`src/uop_sequencer/tensor_ucode.svh`:
```
`ifndef TENSOR_UCODE_SVH
`define TENSOR_UCODE_SVH

// fields are ubr, next_upc, ex_type, op_type, wb, use_imm, imm, rd, rs1, rs2, rs3
// A lives in f0 to f7, each set reads its own pair of B and C registers

// set 0 reads B from f8 and f9 and accumulates into f16 and f17
6'd0: uop = '{UBR_NEXT, 6'd1, EX_FPU, OP_FMADD, 1'b1, 1'b0, 32'd0, 5'd16, 5'd0, 5'd8, 5'd16};
6'd1: uop = '{UBR_NEXT, 6'd2, EX_FPU, OP_FMADD, 1'b1, 1'b0, 32'd0, 5'd17, 5'd1, 5'd9, 5'd17};
6'd2: uop = '{UBR_NEXT, 6'd3, EX_FPU, OP_FMADD, 1'b1, 1'b0, 32'd0, 5'd16, 5'd2, 5'd8, 5'd16};
6'd3: uop = '{UBR_NEXT, 6'd4, EX_FPU, OP_FMADD, 1'b1, 1'b0, 32'd0, 5'd17, 5'd3, 5'd9, 5'd17};
6'd4: uop = '{UBR_NEXT, 6'd5, EX_FPU, OP_FMADD, 1'b1, 1'b0, 32'd0, 5'd16, 5'd4, 5'd8, 5'd16};
6'd5: uop = '{UBR_NEXT, 6'd6, EX_FPU, OP_FMADD, 1'b1, 1'b0, 32'd0, 5'd17, 5'd5, 5'd9, 5'd17};
6'd6: uop = '{UBR_NEXT, 6'd7, EX_FPU, OP_FMADD, 1'b1, 1'b0, 32'd0, 5'd16, 5'd6, 5'd8, 5'd16};
6'd7: uop = '{UBR_FINISH, 6'd0, EX_FPU, OP_FMADD, 1'b1, 1'b0, 32'd0, 5'd17, 5'd7, 5'd9, 5'd17};

// set 1 uses f10 and f11 with f18 and f19
6'd8: uop = '{UBR_NEXT, 6'd9, EX_FPU, OP_FMADD, 1'b1, 1'b0, 32'd0, 5'd18, 5'd0, 5'd10, 5'd18};
6'd9: uop = '{UBR_NEXT, 6'd10, EX_FPU, OP_FMADD, 1'b1, 1'b0, 32'd0, 5'd19, 5'd1, 5'd11, 5'd19};
6'd10: uop = '{UBR_NEXT, 6'd11, EX_FPU, OP_FMADD, 1'b1, 1'b0, 32'd0, 5'd18, 5'd2, 5'd10, 5'd18};
6'd11: uop = '{UBR_NEXT, 6'd12, EX_FPU, OP_FMADD, 1'b1, 1'b0, 32'd0, 5'd19, 5'd3, 5'd11, 5'd19};
6'd12: uop = '{UBR_NEXT, 6'd13, EX_FPU, OP_FMADD, 1'b1, 1'b0, 32'd0, 5'd18, 5'd4, 5'd10, 5'd18};
6'd13: uop = '{UBR_NEXT, 6'd14, EX_FPU, OP_FMADD, 1'b1, 1'b0, 32'd0, 5'd19, 5'd5, 5'd11, 5'd19};
6'd14: uop = '{UBR_NEXT, 6'd15, EX_FPU, OP_FMADD, 1'b1, 1'b0, 32'd0, 5'd18, 5'd6, 5'd10, 5'd18};
6'd15: uop = '{UBR_FINISH, 6'd0, EX_FPU, OP_FMADD, 1'b1, 1'b0, 32'd0, 5'd19, 5'd7, 5'd11, 5'd19};

// set 2 uses f12 and f13 with f20 and f21
6'd16: uop = '{UBR_NEXT, 6'd17, EX_FPU, OP_FMADD, 1'b1, 1'b0, 32'd0, 5'd20, 5'd0, 5'd12, 5'd20};
6'd17: uop = '{UBR_NEXT, 6'd18, EX_FPU, OP_FMADD, 1'b1, 1'b0, 32'd0, 5'd21, 5'd1, 5'd13, 5'd21};
6'd18: uop = '{UBR_NEXT, 6'd19, EX_FPU, OP_FMADD, 1'b1, 1'b0, 32'd0, 5'd20, 5'd2, 5'd12, 5'd20};
6'd19: uop = '{UBR_NEXT, 6'd20, EX_FPU, OP_FMADD, 1'b1, 1'b0, 32'd0, 5'd21, 5'd3, 5'd13, 5'd21};
6'd20: uop = '{UBR_NEXT, 6'd21, EX_FPU, OP_FMADD, 1'b1, 1'b0, 32'd0, 5'd20, 5'd4, 5'd12, 5'd20};
6'd21: uop = '{UBR_NEXT, 6'd22, EX_FPU, OP_FMADD, 1'b1, 1'b0, 32'd0, 5'd21, 5'd5, 5'd13, 5'd21};
6'd22: uop = '{UBR_NEXT, 6'd23, EX_FPU, OP_FMADD, 1'b1, 1'b0, 32'd0, 5'd20, 5'd6, 5'd12, 5'd20};
6'd23: uop = '{UBR_FINISH, 6'd0, EX_FPU, OP_FMADD, 1'b1, 1'b0, 32'd0, 5'd21, 5'd7, 5'd13, 5'd21};

// set 3 uses f14 and f15 with f22 and f23
6'd24: uop = '{UBR_NEXT, 6'd25, EX_FPU, OP_FMADD, 1'b1, 1'b0, 32'd0, 5'd22, 5'd0, 5'd14, 5'd22};
6'd25: uop = '{UBR_NEXT, 6'd26, EX_FPU, OP_FMADD, 1'b1, 1'b0, 32'd0, 5'd23, 5'd1, 5'd15, 5'd23};
6'd26: uop = '{UBR_NEXT, 6'd27, EX_FPU, OP_FMADD, 1'b1, 1'b0, 32'd0, 5'd22, 5'd2, 5'd14, 5'd22};
6'd27: uop = '{UBR_NEXT, 6'd28, EX_FPU, OP_FMADD, 1'b1, 1'b0, 32'd0, 5'd23, 5'd3, 5'd15, 5'd23};
6'd28: uop = '{UBR_NEXT, 6'd29, EX_FPU, OP_FMADD, 1'b1, 1'b0, 32'd0, 5'd22, 5'd4, 5'd14, 5'd22};
6'd29: uop = '{UBR_NEXT, 6'd30, EX_FPU, OP_FMADD, 1'b1, 1'b0, 32'd0, 5'd23, 5'd5, 5'd15, 5'd23};
6'd30: uop = '{UBR_NEXT, 6'd31, EX_FPU, OP_FMADD, 1'b1, 1'b0, 32'd0, 5'd22, 5'd6, 5'd14, 5'd22};
6'd31: uop = '{UBR_FINISH, 6'd0, EX_FPU, OP_FMADD, 1'b1, 1'b0, 32'd0, 5'd23, 5'd7, 5'd15, 5'd23};

`endif

```
`src/common/issue_pkg.sv`:
```
`default_nettype none

package issue_pkg;

    localparam int NUM_THREADS = 4;
    localparam int WARP_BITS = 2;
    localparam int UUID_BITS = 8;
    localparam int REG_BITS = 5;
    localparam int XLEN = 32;
    localparam int INSTR_BITS = 32;
    localparam int OP_BITS = 4;
    localparam int IMM_BITS = 11;

    // microcode table geometry
    localparam int UOP_TABLE_SIZE = 64;
    localparam int UPC_BITS = $clog2(UOP_TABLE_SIZE);
    localparam int UOPS_PER_SET = 8;

    // the buffer depth must stay a power of two so the pointers wrap on their own
    localparam int IBUF_DEPTH = 4;
    localparam int IBUF_PTR_BITS = $clog2(IBUF_DEPTH);
    localparam int IBUF_CNT_BITS = IBUF_PTR_BITS + 1;

    // op code that every tensor micro-op hands to the FPU
    localparam logic [OP_BITS-1:0] OP_FMADD = 4'd12;

    typedef enum logic [1:0] {
        EX_ALU    = 2'd0,
        EX_LSU    = 2'd1,
        EX_FPU    = 2'd2,
        EX_TENSOR = 2'd3
    } ex_type_e;

    typedef enum logic {
        UBR_NEXT   = 1'b0,
        UBR_FINISH = 1'b1
    } ubr_e;

    // instruction word is ex[31:30] op[29:26] rd[25:21] rs1[20:16] rs2[15:11] imm[10:0]
    typedef struct packed {
        logic [INSTR_BITS-1:0]  instr;
        logic [WARP_BITS-1:0]   wis;
        logic [NUM_THREADS-1:0] tmask;
    } fetch_t;

    typedef struct packed {
        logic [UUID_BITS-1:0]   uuid;
        logic [WARP_BITS-1:0]   wis;
        logic [NUM_THREADS-1:0] tmask;
        ex_type_e               ex_type;
        logic [OP_BITS-1:0]     op_type;
        logic                   wb;
        logic                   use_imm;
        logic [XLEN-1:0]        imm;
        logic [REG_BITS-1:0]    rd;
        logic [REG_BITS-1:0]    rs1;
        logic [REG_BITS-1:0]    rs2;
        logic [REG_BITS-1:0]    rs3;
    } decoded_t;

    // one row of the microcode table, sequencing fields ahead of the operation
    typedef struct packed {
        ubr_e                ubr;
        logic [UPC_BITS-1:0] next_upc;
        ex_type_e            ex_type;
        logic [OP_BITS-1:0]  op_type;
        logic                wb;
        logic                use_imm;
        logic [XLEN-1:0]     imm;
        logic [REG_BITS-1:0] rd;
        logic [REG_BITS-1:0] rs1;
        logic [REG_BITS-1:0] rs2;
        logic [REG_BITS-1:0] rs3;
    } uop_entry_t;

endpackage

`default_nettype wire

```
`src/source/inst_buffer.sv`:
```
`timescale 1ns/1ns
`default_nettype none

module inst_buffer (
    input  wire                     clk,
    input  wire                     reset,
    input  wire                     in_valid,
    input  wire issue_pkg::decoded_t in_data,
    output logic                    in_ready,
    output logic                    out_valid,
    output issue_pkg::decoded_t     out_data,
    input  wire                     out_ready
);
    import issue_pkg::*;

    decoded_t                 mem [IBUF_DEPTH];
    logic [IBUF_PTR_BITS-1:0] wr_ptr;
    logic [IBUF_PTR_BITS-1:0] rd_ptr;
    logic [IBUF_CNT_BITS-1:0] count;
    logic                     full;
    logic                     wr_en;
    logic                     rd_en;

    assign full = (count == IBUF_CNT_BITS'(IBUF_DEPTH));
    assign out_valid = (count != '0);

    // a full buffer still takes a write when the head leaves in the same cycle
    assign in_ready = ~full | out_ready;

    assign wr_en = in_valid & in_ready;
    assign rd_en = out_valid & out_ready;

    assign out_data = mem[rd_ptr];

    always_ff @(posedge clk) begin
        if (wr_en) begin
            mem[wr_ptr] <= in_data;
        end
    end

    always_ff @(posedge clk) begin
        if (reset) begin
            wr_ptr <= '0;
            rd_ptr <= '0;
            count <= '0;
        end else begin
            // pointers wrap by overflow since the depth is a power of two
            if (wr_en) begin
                wr_ptr <= wr_ptr + 1'b1;
            end
            if (rd_en) begin
                rd_ptr <= rd_ptr + 1'b1;
            end
            case ({wr_en, rd_en})
                2'b10: count <= count + 1'b1;
                2'b01: count <= count - 1'b1;
                default: count <= count;
            endcase
        end
    end

endmodule

`default_nettype wire

```
`src/source/inst_decoder.sv`:
```
`timescale 1ns/1ns
`default_nettype none

module inst_decoder (
    input  wire                   clk,
    input  wire                   reset,
    input  wire                   fetch_valid,
    input  wire issue_pkg::fetch_t fetch_data,
    output logic                  fetch_ready,
    output logic                  dec_valid,
    output issue_pkg::decoded_t   dec_data,
    input  wire                   dec_ready
);
    import issue_pkg::*;

    ex_type_e             ex;
    logic [REG_BITS-1:0]  rd;
    logic [UUID_BITS-1:0] uuid_cnt;
    logic                 fetch_fire;
    decoded_t             dec_next;

    // the stage takes a new word when empty or when its current word leaves this cycle
    assign fetch_ready = ~dec_valid | dec_ready;
    assign fetch_fire = fetch_valid & fetch_ready;

    assign ex = ex_type_e'(fetch_data.instr[31:30]);
    assign rd = fetch_data.instr[25:21];

    always_comb begin
        dec_next.uuid = uuid_cnt;
        dec_next.wis = fetch_data.wis;
        dec_next.tmask = fetch_data.tmask;
        dec_next.ex_type = ex;
        dec_next.op_type = fetch_data.instr[29:26];
        dec_next.rd = rd;
        dec_next.rs1 = fetch_data.instr[20:16];
        dec_next.rs2 = fetch_data.instr[15:11];
        // tensor ops accumulate in place, so the destination is also read
        dec_next.rs3 = (ex == EX_TENSOR) ? rd : '0;
        dec_next.wb = (rd != '0);
        dec_next.use_imm = (ex == EX_LSU);
        dec_next.imm = {{(XLEN-IMM_BITS){fetch_data.instr[IMM_BITS-1]}},
                        fetch_data.instr[IMM_BITS-1:0]};
    end

    always_ff @(posedge clk) begin
        if (reset) begin
            dec_valid <= 1'b0;
            uuid_cnt <= '0;
        end else begin
            if (fetch_ready) begin
                dec_valid <= fetch_valid;
            end
            // counter wraps naturally at 256
            if (fetch_fire) begin
                uuid_cnt <= uuid_cnt + 1'b1;
            end
        end
    end

    always_ff @(posedge clk) begin
        if (fetch_fire) begin
            dec_data <= dec_next;
        end
    end

endmodule

`default_nettype wire

```
`src/source/issue_front.sv`:
```
`timescale 1ns/1ns
`default_nettype none

module issue_front (
    input  wire                     clk,
    input  wire                     reset,
    input  wire                     fetch_valid,
    input  wire issue_pkg::fetch_t   fetch_data,
    output wire                     fetch_ready,
    output wire                     issue_valid,
    output wire issue_pkg::decoded_t issue_data,
    input  wire                     issue_ready
);
    import issue_pkg::*;

    // decoder to sequencer
    wire           dec_valid;
    wire           dec_ready;
    wire decoded_t dec_data;

    // sequencer to buffer
    wire           seq_valid;
    wire           seq_ready;
    wire decoded_t seq_data;

    inst_decoder u_decoder (
        .clk         (clk),
        .reset       (reset),
        .fetch_valid (fetch_valid),
        .fetch_data  (fetch_data),
        .fetch_ready (fetch_ready),
        .dec_valid   (dec_valid),
        .dec_data    (dec_data),
        .dec_ready   (dec_ready)
    );

    uop_sequencer u_sequencer (
        .clk       (clk),
        .reset     (reset),
        .in_valid  (dec_valid),
        .in_data   (dec_data),
        .in_ready  (dec_ready),
        .out_valid (seq_valid),
        .out_data  (seq_data),
        .out_ready (seq_ready)
    );

    inst_buffer u_buffer (
        .clk       (clk),
        .reset     (reset),
        .in_valid  (seq_valid),
        .in_data   (seq_data),
        .in_ready  (seq_ready),
        .out_valid (issue_valid),
        .out_data  (issue_data),
        .out_ready (issue_ready)
    );

endmodule

`default_nettype wire

```
`src/uop_sequencer/uop_sequencer.sv`:
```
`timescale 1ns/1ns
`default_nettype none

module uop_sequencer (
    input  wire                     clk,
    input  wire                     reset,
    input  wire                     in_valid,
    input  wire issue_pkg::decoded_t in_data,
    output logic                    in_ready,
    output logic                    out_valid,
    output issue_pkg::decoded_t     out_data,
    input  wire                     out_ready
);
    import issue_pkg::*;

    uop_entry_t          uop;
    logic [UPC_BITS-1:0] upc;
    logic [UPC_BITS-1:0] upc_r;
    logic [1:0]          set_sel;
    logic                started_r;
    logic                is_tensor;
    logic                uop_fire;
    logic                uop_last;

    assign is_tensor = in_valid && (in_data.ex_type == EX_TENSOR);
    assign set_sel = in_data.op_type[1:0];

    // the first micro-op comes from the base entry of the set, later ones from upc_r
    assign upc = started_r ? upc_r : UPC_BITS'(set_sel * UOPS_PER_SET);

    always_comb begin
        case (upc)
            `include "tensor_ucode.svh"
            default: uop = '0;
        endcase
    end

    assign uop_fire = is_tensor && out_ready;
    assign uop_last = (uop.ubr == UBR_FINISH);

    always_comb begin
        if (is_tensor) begin
            out_valid = 1'b1;
            // the tensor instruction is consumed together with its last micro-op
            in_ready = uop_fire && uop_last;
            out_data.uuid = in_data.uuid;
            out_data.wis = in_data.wis;
            out_data.tmask = in_data.tmask;
            out_data.ex_type = uop.ex_type;
            out_data.op_type = uop.op_type;
            out_data.wb = uop.wb;
            out_data.use_imm = uop.use_imm;
            out_data.imm = uop.imm;
            out_data.rd = uop.rd;
            out_data.rs1 = uop.rs1;
            out_data.rs2 = uop.rs2;
            out_data.rs3 = uop.rs3;
        end else begin
            // everything else goes straight through in the same cycle
            out_valid = in_valid;
            in_ready = out_ready;
            out_data = in_data;
        end
    end

    always_ff @(posedge clk) begin
        if (reset) begin
            started_r <= 1'b0;
            upc_r <= '0;
        end else if (uop_fire) begin
            if (uop_last) begin
                // clearing here lets the next tensor op start on the following cycle
                started_r <= 1'b0;
            end else begin
                started_r <= 1'b1;
                upc_r <= uop.next_upc;
            end
        end
    end

endmodule

`default_nettype wire

```
`config.mk`:
```
export PLATFORM = sky130hd
export DESIGN_NAME = issue_front
export DESIGN_NICKNAME = d
export VERILOG_FILES = /design/src/common/issue_pkg.sv /design/src/source/inst_buffer.sv /design/src/source/inst_decoder.sv /design/src/source/issue_front.sv /design/src/uop_sequencer/uop_sequencer.sv
export VERILOG_INCLUDE_DIRS = /design/src /design/src/uop_sequencer
export SDC_FILE = /design/constraint.sdc
export NUM_CORES = 1
export LEC_CHECK = 0
export ABC_AREA = 1
export BUFFER_PORTS_ARGS = -buffer_cell sky130_fd_sc_hd__buf_2
export CAP_MARGIN = 40
export CORE_AREA = 2 2 140 142
export DETAILED_ROUTE_END_ITERATION = 12
export DIE_AREA = 0 0 142 144
export GPL_TIMING_DRIVEN = 0
export HOLD_SLACK_MARGIN = 0.15
export MAX_ROUTING_LAYER = met4
export PLACE_DENSITY = 0.77
export SLEW_MARGIN = 20
export SYNTH_ARGS = -nofsm -noshare
export SYNTH_HDL_FRONTEND = slang
export SYNTH_SLANG_ARGS = --single-unit
export TNS_END_PERCENT = 20
```
`constraint.sdc`:
```
create_clock -name clk -period 9 [get_ports clk]
set_input_delay 0.9 -clock clk [delete_from_list [all_inputs] [get_ports clk]]
set_output_delay 0.9 -clock clk [all_outputs]
set_load 0.01 [all_outputs]
```
==> flow_metrics.env, run 1 <==
export IMPL_ys_seq_area_frac=0.756
export IMPL_initial_core_util=0.585
export IMPL_cts_tree="yes"
export IMPL_period_share=0.441
export IMPL_synth_nets=908
export IMPL_syn_to_final_growth_pct=18.0
export IMPL_start_kind="flop"
export IMPL_reg2reg_slack_ns=6.56
export IMPL_setup_tns_ns=0
export IMPL_avgSynthCellArea_um2=13.0
export IMPL_firstDrtPassIters=5
export IMPL_grt_pass1_vias=6812
export IMPL_diodes=0
export IMPL_rsz0062_at_grt="false"
export IMPL_grt_start_max_net_pins=55
export IMPL_ys_ff_latch=289
export IMPL_slew_violations=0
export IMPL_cts_resized_gates=0
export IMPL_drc_errors=0
export IMPL_worst_endpoint_arrival_ns=3.07
export IMPL_dieWidth_um=142
export IMPL_worstSetupEndpointType="output pin"
export IMPL_dieArea_um2=20400
export IMPL_cts_setup_buffers=0
export IMPL_min_to="u_sequencer.upc_r[4]$_SDFFE_PP0P_"
export IMPL_crit_fanout=22
export IMPL_slowest_delay_ns=0.60
export IMPL_fmax_mhz=252
export IMPL_synth_top_area_frac=0.713
export IMPL_synth_cells=857
export IMPL_fin_crit_ns=3.97
export IMPL_synth_area_top_cells="edfxtp_1 71%, o21ai_0 5.4%, nor2_1 4.4%, dfxtp_1 4.3%, o22ai_1 3.0%"
export IMPL_r2r_cells=10
export IMPL_cap_violations=0
export IMPL_layout_setup_ws_ns=5.03
export IMPL_p_per_area_nw_per_um2=250
export IMPL_cts_sinks=289
export IMPL_cts_hold_buf=0
export IMPL_critical_path_slowest_cell="o22ai_2"
export IMPL_wl_per_cell_um=18.6
export IMPL_synth_cell_types=26
export IMPL_core_um2=19100
export IMPL_io_buffers=116
export IMPL_pre_cts_slack_ns=5.66
export IMPL_power_leakage_uw=0.00493
export IMPL_rows=51
export IMPL_grt_usage=0.235
export IMPL_crit_chain="clkbuf_1 -> inv_1 -> clkbuf_1 -> o21ai_0 -> o22ai_2 -> buf_4 -> buf_2"
export IMPL_worstHoldPathCells=2
export IMPL_htree_levels=1
export IMPL_netlist_area_um2=11200
export IMPL_outcome="finished clean"
export IMPL_fill_cells=1271
export IMPL_drt_wl_total_mm=23.6
export IMPL_crit_type="reg -> out"
export IMPL_via_count=7197
export IMPL_grt_pass1_wl_mm=35.5
export IMPL_drtIter0Drc=816
export IMPL_setup_viol_count_final=0
export IMPL_antenna_found_initial=0
export IMPL_gp_congestion=0.787
export IMPL_worstMarginPinSlew_ns=0.749
export IMPL_hold_violations=0
export IMPL_fin_worst_skew_ns=0.0123
export IMPL_ios=118
export IMPL_irDropWorstVdd_v=0.000169
export IMPL_fp_dieH_um=144
export IMPL_drive_gt1_frac=0.211
export IMPL_hpwl_mm=14.4
export IMPL_fin_util=0.690
export IMPL_antenna_left=0
export IMPL_cts_made_buffers=28
export IMPL_nets=1063
export IMPL_hp_class="reg -> reg"
export IMPL_synth_top_area_cell="edfxtp_1"
export IMPL_worst_path_most_repeated_cell="clkbuf_1"
export IMPL_insertion_delay_ns=0.54
export IMPL_yosys_warnings=0
export IMPL_ctsRootBufferMaster="clkbuf_16"
export IMPL_clockBufferDepth=3
export IMPL_globalRoute_totalOverflow=0
export IMPL_slew_headroom=0.501
export IMPL_timing_rr_start="u_buffer.count[0]$_SDFFE_PP0P_"
export IMPL_min_from="u_sequencer.upc_r[4]$_SDFFE_PP0P_"
export IMPL_path_clk_slew_ns=0.06
export IMPL_worst_r2r_endpoint="u_buffer.count[2]$_SDFFE_PP0P_"
export IMPL_vias_per_cell=5.67
export IMPL_cp_required_ns=8.10
## critical path: cells and delay by family (launching register included)
| family | cells | cell delay, ns |
|---|---|---|
| flops | 1 | 0.31 |
| compound gates | 2 | 0.81 |
| buf+inv | 5 | 1.41 |
## layer usage
metal	global-route usage	share of wire
met4	0.0858	0.025
met1	0.304	0.40
met2	0.381	0.49
met5	-	0
met3	0.0411	0.091
## kinds of logic (layout without fill, tap and decap cells)
kind of cell    after synthesis  in the layout  share of synthesized area
flops                       289            289                      0.756
simple gates                243            243                     0.0872
compound gates              196            196                     0.0938
buf+inv                     117            292                     0.0501
fa+ha+maj                     9              9                     0.0108
xor+xnor                      3              3                    0.00235
## placed cells by master, fill, tap and decap left out, types with 28 or more instances in the layout
cell type	instances
o21ai_0	120
buf_4	28
o22ai_1	52
buf_2	122
clkbuf_16	29
inv_1	50
edfxtp_1	265
nand2_1	79
clkbuf_1	33
nor2_1	128
## sequential cells by signal, indices dropped and copies added (netlist names), named ones only
register and cells:
u_buffer.count 3, u_buffer.mem 212, u_decoder.uuid_cnt 8, u_sequencer.started_r 1
u_decoder.dec_valid 1, u_buffer.rd_ptr 2, u_buffer.wr_ptr 2, u_sequencer.upc_r 5
u_decoder.dec_data 53
## synthesized netlist by cell type, drive strengths merged
master,instances
edfxtp,265
nor2,134
o21ai,121
nand2,81
inv,53
o22ai,53
buf,36
clkbuf,28
dfxtp,24
a21oi,22
nand3,15
or2,11
ha,8
xnor2,2
fa,1
nand3b,1
nor3,1
xor2,1
## per-stage QoR
step / cells / hold WS (ns) / cell area (um2) / power, uW
after floorplan: 857 / 0.436 / 11200 / 1940
after global placement: 1211 / 0.454 / 12000 / 2180
after detailed placement: 1220 / 0.458 / 12300 / 2200
after CTS: 1270 / 0.470 / 13200 / 3310
after global routing: 1270 / 0.484 / 13200 / 3420
final: 1270 / 0.471 / 13200 / 3300
## power breakdown
part | leakage [uW] | switching (uW) | internal [uW]
combinational | 0.00186 | 399 | 230
sequential | 0.00265 | 21.1 | 1530
clock | 0.000422 | 476 | 644
total | 0.00493 | 896 | 2400
## layout make-up
cell class | instances | area [um2] | area share
clock buffers | 34 | 744 | 0.0565
clock inverters | 16 | 135 | 0.0103
well taps | 238 | 298 | 0.0226
flip-flops and latches | 289 | 8440 | 0.641
multi-input cells | 451 | 2200 | 0.167
inverters | 53 | 201 | 0.0153
repair buffers | 125 | 791 | 0.0600
plain buffers | 64 | 360 | 0.0274
## how the worst max path moves through the flow
| stage | start | to | cells past startpoint | slack, ns |
|---|---|---|---|---|
| 6_report | flop | issue_data[46] | 7 | 5.03 |
| 5_1_grt | flop | issue_data[33] | 7 | 4.88 |
| 4_1_cts | flop | issue_data[46] | 7 | 5.06 |
| 3_5_place_dp | flop | issue_data[46] | 7 | 5.66 |
| 3_3_place_gp | issue_ready | u_buffer.mem[3][27]$_DFFE_PP_ | 5 | 3.06 |
| 2_1_floorplan | issue_ready | u_buffer.mem[0][0]$_DFFE_PP_ | 4 | 5.07 |
Note: power is estimated with default switching activity, not from simulation.
==> run 2: changes to the inputs <==
- CORE_AREA: 2 2 140 142 -> 2 2 149 151
- DIE_AREA: 0 0 142 144 -> 0 0 151 153
- PLACE_DENSITY: 0.77 -> 0.72
- clock period: 9 -> 3.2 ns (I/O delays scaled with it)
==> run 2 against run 1 <==
Effect of this change: total power rose to 2.8 times the previous value; wire length rose by 3.8%; clock power rose to 2.8 times the previous value; die area rose by 13%; clock skew fell by 0.0043 ns; utilization fell by 5.1 points; cell area rose by 4.2%; largest cell class unchanged; highest routed layer unchanged.
==> flow_metrics.env, run 2 (synthesis gave the netlist of run 1 again) <==
export IMPL_hpwl_mm=15.2
export IMPL_worstMarginPinSlew_ns=0.686
export IMPL_crit_fanout=22
export IMPL_path_clk_slew_ns=0.06
export IMPL_worstHoldPathCells=4
export IMPL_drive_gt1_frac=0.208
export IMPL_most_common_layout_cells="265 x edfxtp_1, 128 x nor2_1, 122 x buf_2"
export IMPL_reg2reg_slack_ns=0.83
export IMPL_outcome="finished clean"
export IMPL_largest_register="u_buffer.mem"
export IMPL_rows=54
export IMPL_worst_endpoint_arrival_ns=2.74
export IMPL_fmax_mhz=327
export IMPL_vias_per_cell=5.31
export IMPL_cts_sinks=289
export IMPL_cts_made_buffers=29
export IMPL_setup_viol_count_final=0
export IMPL_reg_top3="u_buffer.mem (212), u_decoder.dec_data (53), u_decoder.uuid_cnt (8)"
export IMPL_irDropWorstVdd_v=0.000434
export IMPL_worst_r2r_endpoint="u_buffer.count[2]$_SDFFE_PP0P_"
export IMPL_grt_start_max_net_pins=30
export IMPL_endpoint="issue_data[45]"
export IMPL_ios=118
export IMPL_cts_tree="yes"
export IMPL_crit_type="reg -> out"
export IMPL_switching_share=0.268
export IMPL_initial_core_util=0.520
export IMPL_path_depth=6
export IMPL_r2r_cells=10
export IMPL_worst_path_most_repeated_cell="clkbuf_1"
export IMPL_insertion_delay_ns=0.53
export IMPL_antenna_found_initial=0
export IMPL_drt_wl_total_mm=24.5
export IMPL_via_count=7197
export IMPL_p_switching_uw=2510
export IMPL_p_per_area_nw_per_um2=682
export IMPL_setup_tns_ns=0
export IMPL_fin_worst_skew_ns=0.00803
export IMPL_worstSetupEndpointType="output pin"
export IMPL_period_share=0.955
export IMPL_io_buffers=116
export IMPL_slew_headroom=0.542
export IMPL_largest_reg_flops=212
export IMPL_ctsRootBufferMaster="clkbuf_16"
export IMPL_start_kind="flop"
export IMPL_core_um2=21500
export IMPL_drc_errors=0
export IMPL_postPlaceCellArea_um2=12400
export IMPL_final_area_um2=13700
export IMPL_nets=1105
export IMPL_p_clk_frac=0.341
export IMPL_seqPwrFrac=0.466
export IMPL_grt_pass1_wl_mm=37.4
export IMPL_wl_per_cell_um=18.1
export IMPL_grt_pass1_vias=7000
export IMPL_slowest_delay_ns=0.46
export IMPL_grt_usage=0.219
export IMPL_final_common_cell="edfxtp_1"
export IMPL_cts_setup_buffers=0
export IMPL_cp_required_ns=2.88
export IMPL_crit_buf_inv=4
export IMPL_hold_violations=0
export IMPL_drtIter0Drc=560
export IMPL_slew_violations=0
export IMPL_htree_levels=1
export IMPL_firstDrtPassIters=5
export IMPL_timing_rr_start="u_buffer.count[0]$_SDFFE_PP0P_"
export IMPL_antenna_left=0
export IMPL_hp_class="in -> reg"
export IMPL_critPathTopFamily="buffers and inverters"
export IMPL_syn_to_final_growth_pct=23.0
export IMPL_power_leakage_uw=0.00515
export IMPL_critical_path_slowest_cell="o22ai_4"
export IMPL_cap_violations=0
export IMPL_fill_cells=1556
export IMPL_fin_cells=1356
export IMPL_globalRoute_totalOverflow=0
export IMPL_rsz0062_at_grt="true"
export IMPL_dieWidth_um=151
export IMPL_fp_dieH_um=153
export IMPL_dieArea_um2=23100
export IMPL_gp_congestion=0.791
export IMPL_crit_chain="clkbuf_1 -> clkbuf_1 -> o21ai_0 -> o22ai_4 -> buf_4 -> buf_2"
export IMPL_fin_crit_ns=3.06
export IMPL_clockBufferDepth=3
export IMPL_placed_cells=1264
export IMPL_diodes=0
export IMPL_combPwrFrac=0.193
export IMPL_p_int_uw=6850
[run 2: cell count changes in the layout (fill, tap and decap cells not counted), sizes merged]
cell / change
dlygate4sd3: +40
clkbuf: +6
buf: +2
clkinv: -2
clkinvlp: -1
inv: -1
[run 2: power by group through the flow]
| stage | sequential [uW] | combinational, uW | clock, uW |
|---|---|---|---|
| finish | 4360 | 1810 | 3190 |
| global placement | 4450 | 1700 | 0 |
| floorplan | 4420 | 1050 | 0 |
| detailed placement | 4440 | 1760 | 0 |
| CTS | 4360 | 1810 | 3230 |
| global route | 4370 | 1990 | 3390 |
[run 2: worst min-delay path by stage]
stage	slack, ns	from	end
after floorplan	0.39	reset	u_sequencer.upc_r[4]$_SDFFE_PP0P_
after global placement	0.45	u_sequencer.upc_r[4]$_SDFFE_PP0P_	u_sequencer.upc_r[4]$_SDFFE_PP0P_
after detailed placement	0.45	u_sequencer.upc_r[3]$_SDFFE_PP0P_	u_sequencer.upc_r[3]$_SDFFE_PP0P_
after CTS	0.23	issue_ready	u_buffer.rd_ptr[0]$_SDFFE_PP0P_
after global routing	0.26	issue_ready	u_buffer.rd_ptr[0]$_SDFFE_PP0P_
final	0.26	issue_ready	u_buffer.rd_ptr[0]$_SDFFE_PP0P_
[run 2: layout make-up]
cell class / instances / area, um2 / share of cell area
Sequential cell: 289 / 8440 / 0.615
Multi-Input combinational cell: 451 / 2210 / 0.161
Timing Repair Buffer: 167 / 1270 / 0.0924
Clock buffer: 41 / 791 / 0.0576
Buffer: 63 / 358 / 0.0261
Tap cell: 280 / 350 / 0.0255
Inverter: 53 / 201 / 0.0147
Clock inverter: 12 / 109 / 0.00793
[run 2: tightest hold or removal path: cells and delay by family]
family / cells / cell delay, ns
compound gates: 2 / 0.26
buf+inv: 2 / 0.15
[run 2: repair_timing]
action	4_1_cts	5_1_grt
gates resized for setup	2	0
endpoints found under the hold margin	52	0
endpoints found under the setup margin	22	21
hold buffers	40	0
[run 2: per-stage QoR]
| stage | util | power [uW] | setup slack, ns | hold slack, ns |
|---|---|---|---|---|
| 2_1_floorplan | - | 5470 | -0.180 | 0.389 |
| 3_3_place_gp | 0.563 | 6150 | -2.19 | 0.449 |
| 3_5_place_dp | 0.578 | 6200 | 0.446 | 0.454 |
| 4_1_cts | 0.639 | 9410 | 0.0893 | 0.229 |
| 5_1_grt | 0.639 | 9750 | -0.0279 | 0.264 |
| 6_report | 0.639 | 9360 | 0.144 | 0.256 |
[run 2: layer usage]
metal  GRT usage  share of wire
met5           -              0
met4      0.0810          0.034
met3      0.0340          0.071
met2       0.349           0.49
met1       0.285           0.41
